`src/logic/traceCfgPkg.sv`:
```
// **********************************************************
// Register map and control/status layouts for the collector
// Supports at most MaxCores cores and a 16 bit write pointer
// **********************************************************

package traceCfgPkg;

  localparam int ApbAddrWidth = 12;
  localparam int ApbDataWidth = 32;

  // Sizing limits and defaults
  localparam int MaxCores        = 4;
  localparam int DefaultCredits  = 4;
  localparam int DefaultBufDepth = 64;

  localparam logic [ApbAddrWidth-1:0] RegCtrl   = 12'h000;
  localparam logic [ApbAddrWidth-1:0] RegStatus = 12'h004;
  localparam logic [ApbAddrWidth-1:0] RegRdIdx  = 12'h008;
  localparam logic [ApbAddrWidth-1:0] RegRdData = 12'h00C;
  localparam logic [ApbAddrWidth-1:0] RegClear  = 12'h010;

  // Bit 0 global enable, bit 1 stall mode, bits 5:2 per-core enables
  typedef struct packed {
    logic [25:0]         rsvd;
    logic [MaxCores-1:0] coreEnable;
    logic                stallMode;
    logic                enable;
  } ctrl_t;

  typedef struct packed {
    logic [10:0]         rsvd;
    logic [MaxCores-1:0] overflow;
    logic                wrapped;
    logic [15:0]         writePtr;
  } status_t;

endpackage

```
`src/logic/tracePktPkg.sv`:
```
// **********************************************************
// Retire report and 32 bit trace packet formats
// Marker packets carry zero iType and iAddr
// **********************************************************

package tracePktPkg;

  typedef enum logic [1:0] {
    KindStart = 2'd1,
    KindInstr = 2'd2,
    KindStop  = 2'd3
  } pktKind_e;

  // iAddr holds instruction address bits 24:1
  typedef struct packed {
    logic        valid;
    logic [3:0]  iType;
    logic [23:0] iAddr;
  } retire_t;

  typedef struct packed {
    logic [1:0]  coreId;
    pktKind_e    kind;
    logic [3:0]  iType;
    logic [23:0] iAddr;
  } tracePkt_t;

endpackage

```
`src/logic/traceSink.sv`:
```
// **********************************************************
// Circular trace buffer, BufDepth must be a power of two
// Oldest entries are overwritten once the pointer wraps
// **********************************************************
`timescale 1ns/100ps

module traceSink #(
  parameter int BufDepth = traceCfgPkg::DefaultBufDepth,
  localparam int IdxWidth = $clog2(BufDepth)
) (
  input  logic                   i_clk,
  input  logic                   i_arstN,
  input  logic                   i_clear,
  input  tracePktPkg::tracePkt_t i_pkt,
  input  logic                   i_pktValid,
  input  logic [IdxWidth-1:0]    i_rdIdx,
  output tracePktPkg::tracePkt_t o_rdEntry,
  output logic [IdxWidth-1:0]    o_writePtr,
  output logic                   o_wrapped
);

  tracePktPkg::tracePkt_t traceBuf [BufDepth];

  always_ff @(posedge i_clk) begin
    if (i_pktValid) traceBuf[o_writePtr] <= i_pkt;
  end

  // Pointer and wrap flag, clear takes priority
  always_ff @(posedge i_clk or negedge i_arstN) begin
    if (!i_arstN) begin
      o_writePtr <= '0;
      o_wrapped  <= 1'b0;
    end else if (i_clear) begin
      o_writePtr <= '0;
      o_wrapped  <= 1'b0;
    end else if (i_pktValid) begin
      o_writePtr <= o_writePtr + 1'b1;
      if (o_writePtr == '1) o_wrapped <= 1'b1;
    end
  end

  assign o_rdEntry = traceBuf[i_rdIdx];

endmodule

```
`config.mk`:
```
export PLATFORM = sky130hd
export DESIGN_NAME = traceSink
export DESIGN_NICKNAME = d
export VERILOG_FILES = /design/src/logic/traceCfgPkg.sv /design/src/logic/tracePktPkg.sv /design/src/logic/traceSink.sv
export SDC_FILE = /design/constraint.sdc
export NUM_CORES = 2
export LEC_CHECK = 0
export CORE_ASPECT_RATIO = 0.8
export CORE_MARGIN = 1
export CORE_UTILIZATION = 30
export CTS_CLUSTER_DIAMETER = 80
export CTS_CLUSTER_SIZE = 28
export DETAILED_ROUTE_END_ITERATION = 16
export DONT_BUFFER_PORTS = 1
export PLACE_DENSITY_LB_ADDON = 0.05
export SETUP_SLACK_MARGIN = 0.1
export SYNTH_ARGS = -nofsm -noshare
export SYNTH_HDL_FRONTEND = slang
export SYNTH_SLANG_ARGS = --single-unit
```
`constraint.sdc`:
```
create_clock -name i_clk -period 3.4 [get_ports i_clk]
set_input_delay 0.17 -clock i_clk [delete_from_list [all_inputs] [get_ports i_clk]]
set_output_delay 0.17 -clock i_clk [all_outputs]
set_load 0.02 [all_outputs]
```
* Word level (Yosys, flattened, before mapping) *
Memories as Yosys holds them, arrays and structs flattened.
Cells that the tools add are included.

storage, ports and cells
  RAM bits = 2048
  bits in latches = 0
  register bits after elaboration = 7
  input bits = 42
  memories kept = 1
  bits in read-only memories = 0

memory list
  name      depth  bits a word  rd ports  clocked after Yosys merged registers in  write ports  line             text
  traceBuf  64     32           1         0                                        1            traceSink.sv:22  tracePktPkg::tracePkt_t traceBuf [BufDepth];

cells by class
  equal/unequal tests = 1
  divide/modulo/power cells = 0
  $add $sub $neg = 1
  order comparisons = 0
  bitwise gates (word level) = 0
  reductions and logical operators = 3
  multiplexer cells = 7
  multiply operators = 0
  shift-type cells = 0

operator list
  cell                 number
  $mux 6               2
  $add 6x1->6 const B  1
  $eq 6x6->1 const B   1
  $mux 1               5
  $reduce_bool 2->1    2
  $reduce_and 2->1     1

* Depth between registers and ports, before layout *
  depth in word-level cells = 4
  gate-level depth with buffers = 9
  mapped depth without buffers = 5

* Least setup slack after synthesis *
No wires, ideal clock.

  path kind = reg-to-reg
  from = register o_writePtr[5]
  to = memory traceBuf[55][0] (netlist name), enable pin
  arrival time = 3.442 ns
  slack = -0.510 ns
  data required time = 2.932 ns
  cell stages (with the launch flop) = 5
  path buffers = 1
  period minus slack after synthesis = 3.910 ns
  path through = dfrtp_1 -> clkbuf_1 -> and3_1 -> nand3_1 -> nor3b_1

RTL lines
  element                 line             text
  from (decl)             traceSink.sv:18  output logic [IdxWidth-1:0] o_writePtr,
  from (signal assigned)  traceSink.sv:37  o_writePtr <= o_writePtr + 1'b1;
  to (decl)               traceSink.sv:22

No word-level cell before the write port.

==> impl_results.md <==
* Port Buffers at 0
* Most Used Layer, Global Route: met2
* Yosys top cell area share at 78.8%
* Fin crit share at 102%
* TritonCTS clock tree: done
* GRT Util Overall at 17.7%
* Number of global-route vias before repair at 38.2k
* Unrepaired setup endpoints after global routing: yes
* Yosys top cell by area: edfxtp_1
* Die H at 458 um
* Final setup violation count at 1
* Lkg Pwr at 26.6 nW
* Largest fanout on the critical path at 305
* Worst Setup Start Kind: input port
* Distinct cells, synth at 36
* Worst VDD drop at 417 uV
* Synthesized instance count at 3396
* Final Hold Violating Endpoints at 0
* Worst path most repeated cell: buf_4
* Max Freq at 288 MHz
* First-pass GRT wire length at 319 mm
* Vias after detailed routing at 36.2k
* Pwr Total at 0.0462 W
* Drt drc at 12
* Via/cell ratio at 5.10
* RePlAce Congestion at 0.712
* Critical path class: input port to output pin
* Core area at 259000 sq um
* Htree depth at 3
* Die area at 262000 sq um
* Met3 usage at 2.55%
* Initial Util at 30.2%
* Ranking of synthesized cells by area: edfxtp_1 (79%), mux4_2 (14%), o22ai_1 (0.95%)
* Worst hold path class: input port to register
* IO Pins at 81
* Later-pin clock latency in the skew report at 820 ps
* Multi-input gate area at 16000 sq um
* CP required at 3230 ps
* Worst slew pin tran at 1820 ps
* Slew HR at -21.3%
* Drt total wl at 237 mm
* Detailed placement HPWL at 124 mm
* Synthesis-to-layout area growth at 14.4%
* Total CTS buffers at 106
* Warnings from Yosys at 0
* Total gr overflow at 0
* Die X at 572 um
* Outcome: complete, but fails checks
* Pwr dens at 517 nW/um^2
* Register area share after synthesis at 79.0%
* Final worst slack at -71.5 ps
* CTS sink cnt at 2055
* Most common library cell in the layout ignoring fill and taps: edfxtp_1
* Slowest CP cell: nor4_1
* Setup crit end kind: output pin
* Most frequent cells in the layout: edfxtp_1 (2048), mux4_2 (480), o22ai_1 (118), clkbuf_16 (113), buf_4 (98)
* Post-Syn Area per Cell at 23.0 sq um
* Clock Skew at 24.2 ps
* Layout filler cell count at 23.9k
* Total iterations of the first detailed-routing run at 11
* Met1 usage at 25.0%
* Largest net degree at the start of global routing at 467
* Arrival @ worst endpoint at 3300 ps
* # rows at 167
* DP Worst Slack at 436 ps
* Root Driver: clkbuf_16
* Seq cells post-synth at 2055
* Storage cell area at 61700 sq um
* DRT iter0 DRCs at 3507
* Synth Net Count at 3439
* Slowest cell delay on critical path at 580 ps
* Crit path cell chain: and2_1 -> nand2_1 -> buf_4 -> o22ai_1 -> nor4_1 -> buf_4 -> o22a_1
* Post-layout min period at 3470 ps
* Nets@finish at 3597
* Cell area after synthesis at 78100 sq um
* Met2 Track Usage GR at 28.8%
* Layout cells sized above 1 at 28.1%
* Max Cap Violations at 0
* Final ANT Viol Nets at 0
* PostCTS Resize Cnt at 0
* Max Slew Vio Count at 158
* CTS Buffer Depth at 3
* Clock transition at path regs at 90 ps
* Initial antenna violation count at 13
* WL/cell at 33.4 um
* Violated checks: DRC, slew limit, setup timing
path summary, 6_finish.rpt:
check	from	endpoint	slack, ps	cells after the start
worst min register to register	o_wrapped	o_wrapped	680	2
max in group asynchronous	i_arstN	o_wrapped	2810	2
min in group asynchronous	i_arstN	o_writePtr[4]	290	2
worst max-delay path	i_rdIdx[2]	o_rdEntry[6]	-70	7
worst max register to register	o_writePtr[5]	traceBuf[50][15]	830	4
worst min-delay path	i_pktValid	traceBuf[43][28]	80	3
per-stage QoR:
stage	hold slack, ps	setup TNS, ps	cell area, sq um	instances	util, %
2_1_floorplan	-126	-75970	78100	3396	-
3_3_place_gp	-125	0	84000	6830	32.5
3_5_place_dp	-125	0	84000	6830	32.5
4_1_cts	11.1	0	89000	7092	34.4
5_1_grt	65.4	0	89300	7108	34.5
6_report	79.4	-71.5	89300	7110	34.5
cell type report:
class	count	area share, %
multi-input cells	1147	17.9
clock buffers	108	2.98
repair buffers	244	4.03
flip-flops and latches	2055	69.1
well taps	3464	4.85
clock inverters	86	1.20
diodes	6	0.0168
flip-flops by register name, summed over array words and instances, names as in the netlist:
name and cells:
o_wrapped 1, o_writePtr 6, traceBuf 2048
report_power, final:
part | switching (W) | internal, W | leakage, nW
registers | 0.0000171 | 0.0279 | 18.5
clock network | 0.00909 | 0.00665 | 1.80
logic | 0.00152 | 0.00104 | 6.33
total | 0.0106 | 0.0356 | 26.6
cells in the mapped netlist:
library cell and instances:
edfxtp_1 2048, mux4_2 480, o22ai_1 118, nor2_1 91
buf_2 68, clkbuf_1 67, mux2i_1 67, mux2_2 64
a21oi_1 58, o221ai_1 40, a221oi_1 30, buf_4 28
nor4_1 26, nand2_1 25, buf_1 23, a22oi_1 18
o22a_1 18, nand3_1 17, nor2b_1 16, nand2b_1 15
o21a_1 9, buf_6 8, o21ai_0 8, o21ai_1 8
and3_1 7, dfrtp_1 7, a211oi_1 6, or2_2 6
nor3_1 4, or3_1 4, and2_1 3, xor2_1 3
nand4_1 2, nor3b_1 2, ha_1 1, xnor2_1 1
worst max-delay path: cells and delay by family:
kind                   cells  cell delay [ps]
AO/OA/AOI/OAI              2              610
buffers and inverters      2              600
AND/OR/NAND/NOR            3             1200
timing repair:
item,CTS,global route
hold buffers,68,0
setup endpoints to repair,0,32
buffers inserted,0,0
hold endpoints to repair,2078,0
logic make-up (layout without fill, tap and decap cells):
| group | Yosys count | in the layout | share of synthesized area, % |
|---|---|---|---|
| AOI/OAI and AO/OA | 313 | 313 | 2.72 |
| xor gates and xnor gates | 4 | 4 | 0.0449 |
| adders and majority gates | 1 | 1 | 0.0160 |
| buffers and inverters | 194 | 438 | 1.25 |
| DFF | 2055 | 2055 | 79.0 |
| muxes | 611 | 611 | 15.6 |
| other | 0 | 6 | 0 |
| and+or+nand+nor | 218 | 218 | 1.34 |
metal layers:
metal / vias up / routed length (um)
met5: - / 0
met4: 0 / 5800
met3: 230 / 11000
met2: 881 / 113000
met1: 20300 / 107000
li1: 14900 / -
Power figures use the tool's default switching activity.
