## config.mk

```make
export PLATFORM = sky130hd
export DESIGN_NAME = traceEncoder
export DESIGN_NICKNAME = d
export VERILOG_FILES = /design/src/logic/traceCfgPkg.sv /design/src/logic/tracePktPkg.sv /design/src/logic/traceEncoder.sv
export SDC_FILE = /design/constraint.sdc
export NUM_CORES = 1
export LEC_CHECK = 0
export BUFFER_PORTS_ARGS = -buffer_cell sky130_fd_sc_hd__buf_4
export CAP_MARGIN = 40
export CELL_PAD_IN_SITES_DETAIL_PLACEMENT = 1
export CELL_PAD_IN_SITES_GLOBAL_PLACEMENT = 1
export CORE_MARGIN = 2
export CORE_UTILIZATION = 33
export DETAILED_ROUTE_END_ITERATION = 10
export GPL_ROUTABILITY_DRIVEN = 0
export PLACE_DENSITY = 0.91
export SETUP_SLACK_MARGIN = 0.15
export SYNTH_ARGS = -nofsm -noshare
export SYNTH_HDL_FRONTEND = slang
export SYNTH_SLANG_ARGS = --single-unit
```

## constraint.sdc

```tcl
create_clock -name i_clk -period 6.3 [get_ports i_clk]
set_clock_uncertainty 0.2 [all_clocks]
set_input_delay 0.315 -clock i_clk [delete_from_list [all_inputs] [get_ports i_clk]]
set_output_delay 0.315 -clock i_clk [all_outputs]
set_load 0.02 [all_outputs]
```

## src/logic/traceCfgPkg.sv

```systemverilog
// **********************************************************
// Register map and control/status layouts for the collector
// Supports at most MaxCores cores and a 16 bit write pointer
// **********************************************************

package traceCfgPkg;

  localparam int ApbAddrWidth = 12;
  localparam int ApbDataWidth = 32;

  // Sizing limits and defaults
  localparam int MaxCores        = 4;
  localparam int DefaultCredits  = 4;
  localparam int DefaultBufDepth = 64;

  localparam logic [ApbAddrWidth-1:0] RegCtrl   = 12'h000;
  localparam logic [ApbAddrWidth-1:0] RegStatus = 12'h004;
  localparam logic [ApbAddrWidth-1:0] RegRdIdx  = 12'h008;
  localparam logic [ApbAddrWidth-1:0] RegRdData = 12'h00C;
  localparam logic [ApbAddrWidth-1:0] RegClear  = 12'h010;

  // Bit 0 global enable, bit 1 stall mode, bits 5:2 per-core enables
  typedef struct packed {
    logic [25:0]         rsvd;
    logic [MaxCores-1:0] coreEnable;
    logic                stallMode;
    logic                enable;
  } ctrl_t;

  typedef struct packed {
    logic [10:0]         rsvd;
    logic [MaxCores-1:0] overflow;
    logic                wrapped;
    logic [15:0]         writePtr;
  } status_t;

endpackage

```

## src/logic/tracePktPkg.sv

```systemverilog
// **********************************************************
// Retire report and 32 bit trace packet formats
// Marker packets carry zero iType and iAddr
// **********************************************************

package tracePktPkg;

  typedef enum logic [1:0] {
    KindStart = 2'd1,
    KindInstr = 2'd2,
    KindStop  = 2'd3
  } pktKind_e;

  // iAddr holds instruction address bits 24:1
  typedef struct packed {
    logic        valid;
    logic [3:0]  iType;
    logic [23:0] iAddr;
  } retire_t;

  typedef struct packed {
    logic [1:0]  coreId;
    pktKind_e    kind;
    logic [3:0]  iType;
    logic [23:0] iAddr;
  } tracePkt_t;

endpackage

```

## src/logic/traceEncoder.sv

```systemverilog
// **********************************************************
// Per-core encoder, sends only while holding a funnel credit
// Markers go out before any instruction packet
// **********************************************************
`timescale 1ns/100ps

module traceEncoder #(
  parameter int Credits = traceCfgPkg::DefaultCredits
) (
  input  logic                   i_clk,
  input  logic                   i_arstN,
  input  logic [1:0]             i_coreId,
  input  traceCfgPkg::ctrl_t     i_ctrl,
  input  logic                   i_clear,
  input  logic                   i_start,
  input  logic                   i_stop,
  input  tracePktPkg::retire_t   i_retire,
  input  logic                   i_credit,
  output tracePktPkg::tracePkt_t o_pkt,
  output logic                   o_pktValid,
  output logic                   o_backpressure,
  output logic                   o_active,
  output logic                   o_overflow
);

  localparam int CntWidth = $clog2(Credits + 1);

  logic [CntWidth-1:0]    creditCnt;
  logic                   startPend;
  logic                   stopPend;
  logic                   enabled;
  logic                   hasCredit;
  logic                   markerPend;
  logic                   sendStart;
  logic                   sendStop;
  logic                   sendInstr;
  logic                   send;
  logic                   retireLost;
  tracePktPkg::tracePkt_t nextPkt;

  assign enabled    = i_ctrl.enable & i_ctrl.coreEnable[i_coreId];
  assign hasCredit  = (creditCnt != '0);
  assign markerPend = startPend | stopPend;

  // Start marker first, then stop, then instructions
  assign sendStart  = hasCredit & startPend;
  assign sendStop   = hasCredit & stopPend & ~startPend;
  assign sendInstr  = hasCredit & ~markerPend & o_active & i_retire.valid;
  assign send       = sendStart | sendStop | sendInstr;
  assign retireLost = o_active & i_retire.valid & ~sendInstr;

  assign o_backpressure = i_ctrl.stallMode & o_active & (~hasCredit | markerPend);

  always_comb begin
    nextPkt        = '0;
    nextPkt.coreId = i_coreId;
    if (sendStart) begin
      nextPkt.kind = tracePktPkg::KindStart;
    end else if (sendStop) begin
      nextPkt.kind = tracePktPkg::KindStop;
    end else begin
      nextPkt.kind  = tracePktPkg::KindInstr;
      nextPkt.iType = i_retire.iType;
      nextPkt.iAddr = i_retire.iAddr;
    end
  end

  always_ff @(posedge i_clk or negedge i_arstN) begin
    if (!i_arstN) begin
      o_active   <= 1'b0;
      startPend  <= 1'b0;
      stopPend   <= 1'b0;
      creditCnt  <= CntWidth'(Credits);
      o_pktValid <= 1'b0;
      o_overflow <= 1'b0;
    end else begin
      if (sendStart) startPend <= 1'b0;
      if (sendStop) stopPend <= 1'b0;
      // A new start waits until the previous stop marker is out
      if (i_start && enabled && !o_active && !stopPend) begin
        o_active  <= 1'b1;
        startPend <= 1'b1;
      end else if (i_stop && o_active) begin
        o_active <= 1'b0;
        stopPend <= 1'b1;
      end
      creditCnt  <= creditCnt - CntWidth'(send) + CntWidth'(i_credit);
      o_pktValid <= send;
      if (i_clear) begin
        o_overflow <= 1'b0;
      end else if (retireLost && !i_ctrl.stallMode) begin
        o_overflow <= 1'b1;
      end
    end
  end

  always_ff @(posedge i_clk) begin
    if (send) o_pkt <= nextPkt;
  end

endmodule

```

# [Yosys cells after proc, flatten, opt, wreduce, memory -nomap -nowiden]
# Index checks and enable logic that the tools add are counted.
[op_classes] n_mux=12 n_bitwise=19 n_reduce_logical=13 n_lt_le_gt_ge=1 n_addsub=2
[op_table] operator="AND 1 bit" count=11
[op_table] operator="two-way mux 1 bit" count=11
[op_table] operator="nonzero test 2 bit" count=3
[op_table] operator="logical AND 1 bit" count=5
[op_table] operator="inverter 1 bit" count=4
[op_table] operator="OR 1 bit" count=4
[op_table] operator="adder 3 x 1 -> 3 bit" count=1
[op_table] operator="zero test 1 bit" count=3
[op_table] operator="less-than comparator 2 x 3 -> 1 bit (second input constant)" count=1
[op_table] operator="nonzero test 3 bit" count=1
[op_table] operator="subtractor 3 x 1 -> 3 bit" count=1
[op_table] operator="binary-select mux 1 bit (select 2 bit)" count=1
[op_table] operator="OR reduction 2 bit" count=1
[word_totals] out_inout_bits=36 word_cells=57 register_bits=40

# [Logic depth before layout (Yosys ltp)]
[logic_depth] depth_word=10 depth_mapped=9 depth_no_buf=9

# [Worst setup path after synthesis]
# No wires, ideal clock.
[synth_timing] path_type="register to register" start="register o_active" end="register creditCnt[2]" path_slack_ns=2.369 path_stages_with_launch=10 required_ns=6.025 synth_period_minus_slack_ns=3.931 setup_time_ns=0.075 path_buffers=0 t_arrival_ns=3.656 cell_sequence="dfrtp_1 > nand2_1 > a21oi_1 > ha_1 > inv_1 > ha_1 > inv_1 > fa_1 > xnor2_1 > xnor2_1"
[synth_via] elab_chain_len=5
[synth_rtl] element="start: declaration" line_no="traceEncoder.sv:22" source="output logic o_active,"
[synth_rtl] element="start signal: assignment" line_no="traceEncoder.sv:70" source="o_active <= 1'b0;"
[synth_rtl] element="start signal: assignment" line_no="traceEncoder.sv:81" source="o_active <= 1'b1;"
[synth_rtl] element="start signal: assignment" line_no="traceEncoder.sv:84" source="o_active <= 1'b0;"
[synth_rtl] element="AND 1 bit (2 in a row)" line_no="traceEncoder.sv:48" source="assign sendInstr = hasCredit & ~markerPend & o_active & i_retire.valid;"
[synth_rtl] element="OR 1 bit" line_no="traceEncoder.sv:49" source="assign send = sendStart | sendStop | sendInstr;"
[synth_rtl] element="via send" line_no="traceEncoder.sv:37" source="logic send;"
[synth_rtl] element="subtractor 3 x 1 -> 3 bit" line_no="traceEncoder.sv:87" source="creditCnt <= creditCnt - CntWidth'(send) + CntWidth'(i_credit);"
[synth_rtl] element="adder 3 x 1 -> 3 bit" line_no="traceEncoder.sv:87"
[synth_rtl] element="end signal: assignment" line_no="traceEncoder.sv:73" source="creditCnt <= CntWidth'(Credits);"
[synth_rtl] element="end signal: assignment" line_no="traceEncoder.sv:87"
[synth_rtl] element="end: declaration" line_no="traceEncoder.sv:28" source="logic [CntWidth-1:0] creditCnt;"
# The timed path passes the listed nets, and every way through them passes these cells.
# A chain may end at the register's enable or synchronous reset.

# [Worst setup path after layout]
[layout_timing] start="register creditCnt[1]" end="register creditCnt[2]"
[layout_via] elab_chain_len=7 word_cells_on_any_way=11 classes_between="add/sub (2); bitwise (8); reduce/logical (1)"
[layout_rtl] element="nonzero test 3 bit *" line_no="traceEncoder.sv:42" source="assign hasCredit = (creditCnt != '0);"
[layout_rtl] element="AND 1 bit (on tied branches) (2 in a row)" line_no="traceEncoder.sv:47, traceEncoder.sv:48"
[layout_rtl] element="OR 1 bit or AND 1 bit (tied branches)" line_no="traceEncoder.sv:49, traceEncoder.sv:48"
[layout_rtl] element="OR 1 bit *" line_no="traceEncoder.sv:49"
[layout_rtl] element="via send" line_no="traceEncoder.sv:37"
[layout_rtl] element="subtractor 3 x 1 -> 3 bit *" line_no="traceEncoder.sv:87"
[layout_rtl] element="adder 3 x 1 -> 3 bit *" line_no="traceEncoder.sv:87"
# The timed path passes the listed nets; every way through them passes the cells marked *.

==> metrics.txt <==
Max-Cap Viols=0; layout cell share with drive strength beyond 1=0.484; antenna violations before repair=0; CTS Buf Count=5; vias per inst=4.61; Synth cell types=20; first-pass GRT wire length=5.62 mm; VDD IR max=166 uV; Setup Fix Bufs, Post-CTS=0; HPWL after DPL=2.86 mm; Ant. Diodes=0; critical path's slowest cell=nor3_1; DRC=0; 1st-iter DRT viols=between 80 and 90; num ports=105; Layout area overhead=51.2%; Slew HR=0.624; Fin. Hold Viols=0; clk sinks=40; root buf cell=clkbuf_8; FP Rows=25; synthesized flop and latch total=40; H-tree level count=2; delay-heaviest family, CP=adder cells; fin crit share=0.427; area leader, netlist=edfxtp_1; most used routing layer=met2; Yosys warning count=0; Longest Clk Path Bufs=2; highest clock rate=0.372 GHz; Starting Density=0.338; Synth area leaders=edfxtp_1 61%, and2_1 11%, dfrtp_1 11%; die area=5340 um^2; Final Max Slew Viols=0; # port buffers=78; crit path kind=flip-flop to flip-flop; die width=73.1 um; setup_tns=0 ns; Post-synth top cells=32 x edfxtp_1, 28 x and2_1, 7 x dfrtp_1, 7 x inv_1, 7 x nand2_1; CP endpoint kind=flip-flop; RSZ-0062 raised after global routing=no; number of synthesized flops with an enable pin=32; min-delay worst type=primary input to flip-flop; clk_lat worst skew=0.28 ns; minimum clock period=2.69 ns; crit path DAT=between 2 and 3 ns; worst-path maximum fanout=14; post-synthesis async set-or-reset flop share=0.200; Tightest Pin Transition=0.559 ns; WHS=0.0205 ns; Main synth FF type=edfxtp_1; Power Dens Cells=385 nW/um^2; CP peak stage delay=0.50 ns; mapped cell area=about 1600 um^2; Routed Antenna Nets=0; syn_area_per_cell=15.3 um^2; CTS tree=built; Mapped Cells=between 100 and 150; Resized Gates After CTS=0; drt total wl=3.70 mm; status=complete, no violations; Remaining Overflow, GRT=0; routing usage on met2=0.259; Finish-stage setup viols=0; detailed-route via count=1,126; Core Region=approximately 4700 um^2; Synth top area share=0.610; GRT Total Usage=0.146; Clock transition at path regs=0.07 ns; DRT Pass-1 Iters=4; top-count cell post-synth=edfxtp_1; routing usage on met3=0.0456; met1 Resource Use GR=0.160; CP Launch Type=flip-flop; Die Y=73.1 um; number of global-route vias before repair=1,170; CP required=6.31 ns; Final nets=261; largest net degree at the start of global routing=22; Critical path buffers and inverters=2; LEAKAGE=1.03 nW; Critical Path, Cell by Cell=nor3_1 -> a21oi_4 -> ha_1 -> inv_1 -> ha_1 -> inv_1 -> fa_1 -> xnor2_1 -> xnor2_1; Post-Syn Nets=175; sequential area share after synthesis=0.738; WL per Instance=15.2 um
## registers in the layout (all words and copies together) (netlist names)
signal / cells
o_overflow: 1
creditCnt: 3
startPend: 1
o_pkt: 32
o_pktValid: 1
o_active: 1
stopPend: 1
## cells in the final DEF (no fill, tap or decap), drive strengths merged
| cell type | instances |
|---|---|
| inv | 7 |
| clkbuf | 6 |
| or3 | 1 |
| dlygate4sd3 | 2 |
| clkinv | 1 |
| nand4 | 1 |
| ha | 2 |
| a211o | 1 |
| nor3 | 1 |
| and2 | 28 |
| xnor2 | 2 |
| dfstp | 1 |
| edfxtp | 32 |
| a21oi | 3 |
| dfrtp | 7 |
| o21ai | 3 |
| mux4 | 1 |
| fa | 1 |
| nor2 | 2 |
| nand2 | 7 |
| buf | 80 |
| bufinv | 1 |
## power breakdown
| group | total [mW] | internal [mW] | switching [mW] |
|---|---|---|---|
| registers | 0.403 | 0.375 | 0.0281 |
| logic | 0.311 | 0.141 | 0.170 |
| clock network | 0.204 | 0.118 | 0.0862 |
## metal layers
metal | vias up | routed length [um]
met3 | 7 | 317
met2 | 62 | 1920
met1 | 537 | 1400
met5 | - | 0
li1 | 520 | -
met4 | 0 | 68
## kinds of logic (layout without fill, tap and decap cells)
logic type | count (synthesis) | after routing | share of synthesized area
flip-flops | 40 | 40 | 0.738
buffers and inverters | 10 | 97 | 0.0342
XOR/XNOR | 2 | 2 | 0.0111
AO/OA/AOI/OAI | 7 | 7 | 0.0270
AND/OR/NAND/NOR | 40 | 40 | 0.147
multiplexers | 1 | 1 | 0.0143
adder cells (fa/ha/maj) | 3 | 3 | 0.0286
## metrics by stage
step	cell area, um^2	power, mW	setup WS, ns	utilization	cells
final	2380	0.918	3.61	0.511	244
after CTS	2380	0.933	3.56	0.511	244
after detailed placement	2250	0.727	3.60	0.484	234
after floorplan	1580	0.582	2.37	-	103
after global placement	2210	0.689	3.26	0.475	232
after global routing	2380	0.970	3.41	0.511	244
## worst register-to-register path: stages (launching register included)
cell and delay (ns):
dfrtp_1 0.43, nor3_1 0.50, a21oi_4 0.21, ha_1 0.33
inv_1 0.05, ha_1 0.13, inv_1 0.05, fa_1 0.37
xnor2_1 0.20, xnor2_1 0.15
## path summary, 6_finish.rpt
check | slack (ns) | start | cells past startpoint | to
max | 3.61 | creditCnt[1]$_DFF_PN0_ | 9 | creditCnt[2]$_DFF_PN1_
min | 0.02 | i_coreId[1] | 1 | o_pkt[31]$_DFFE_PN_
max reg2reg | 3.61 | creditCnt[1]$_DFF_PN0_ | 9 | creditCnt[2]$_DFF_PN1_
min reg2reg | 0.31 | creditCnt[2]$_DFF_PN1_ | 1 | creditCnt[2]$_DFF_PN1_
max in group asynchronous | 5.51 | i_arstN | 2 | creditCnt[2]$_DFF_PN1_
min in group asynchronous | 0.17 | i_arstN | 2 | creditCnt[0]$_DFF_PN0_
## timing repair
item / in CTS / in global routing
hold endpoints to repair: 9 / 0
hold buffers: 2 / 0
setup endpoints to repair: 0 / 0
## area by class of cell
cell class,count,area [um^2]
fill,480,2280
sequential,40,1160
timing repair buffer,82,648
clock buffer,6,72.6
tap,54,67.6
multi-input combinational,53,370
clock inverter,2,35.0
inverter,7,26.3
Note: power is estimated with default switching activity, not from simulation.
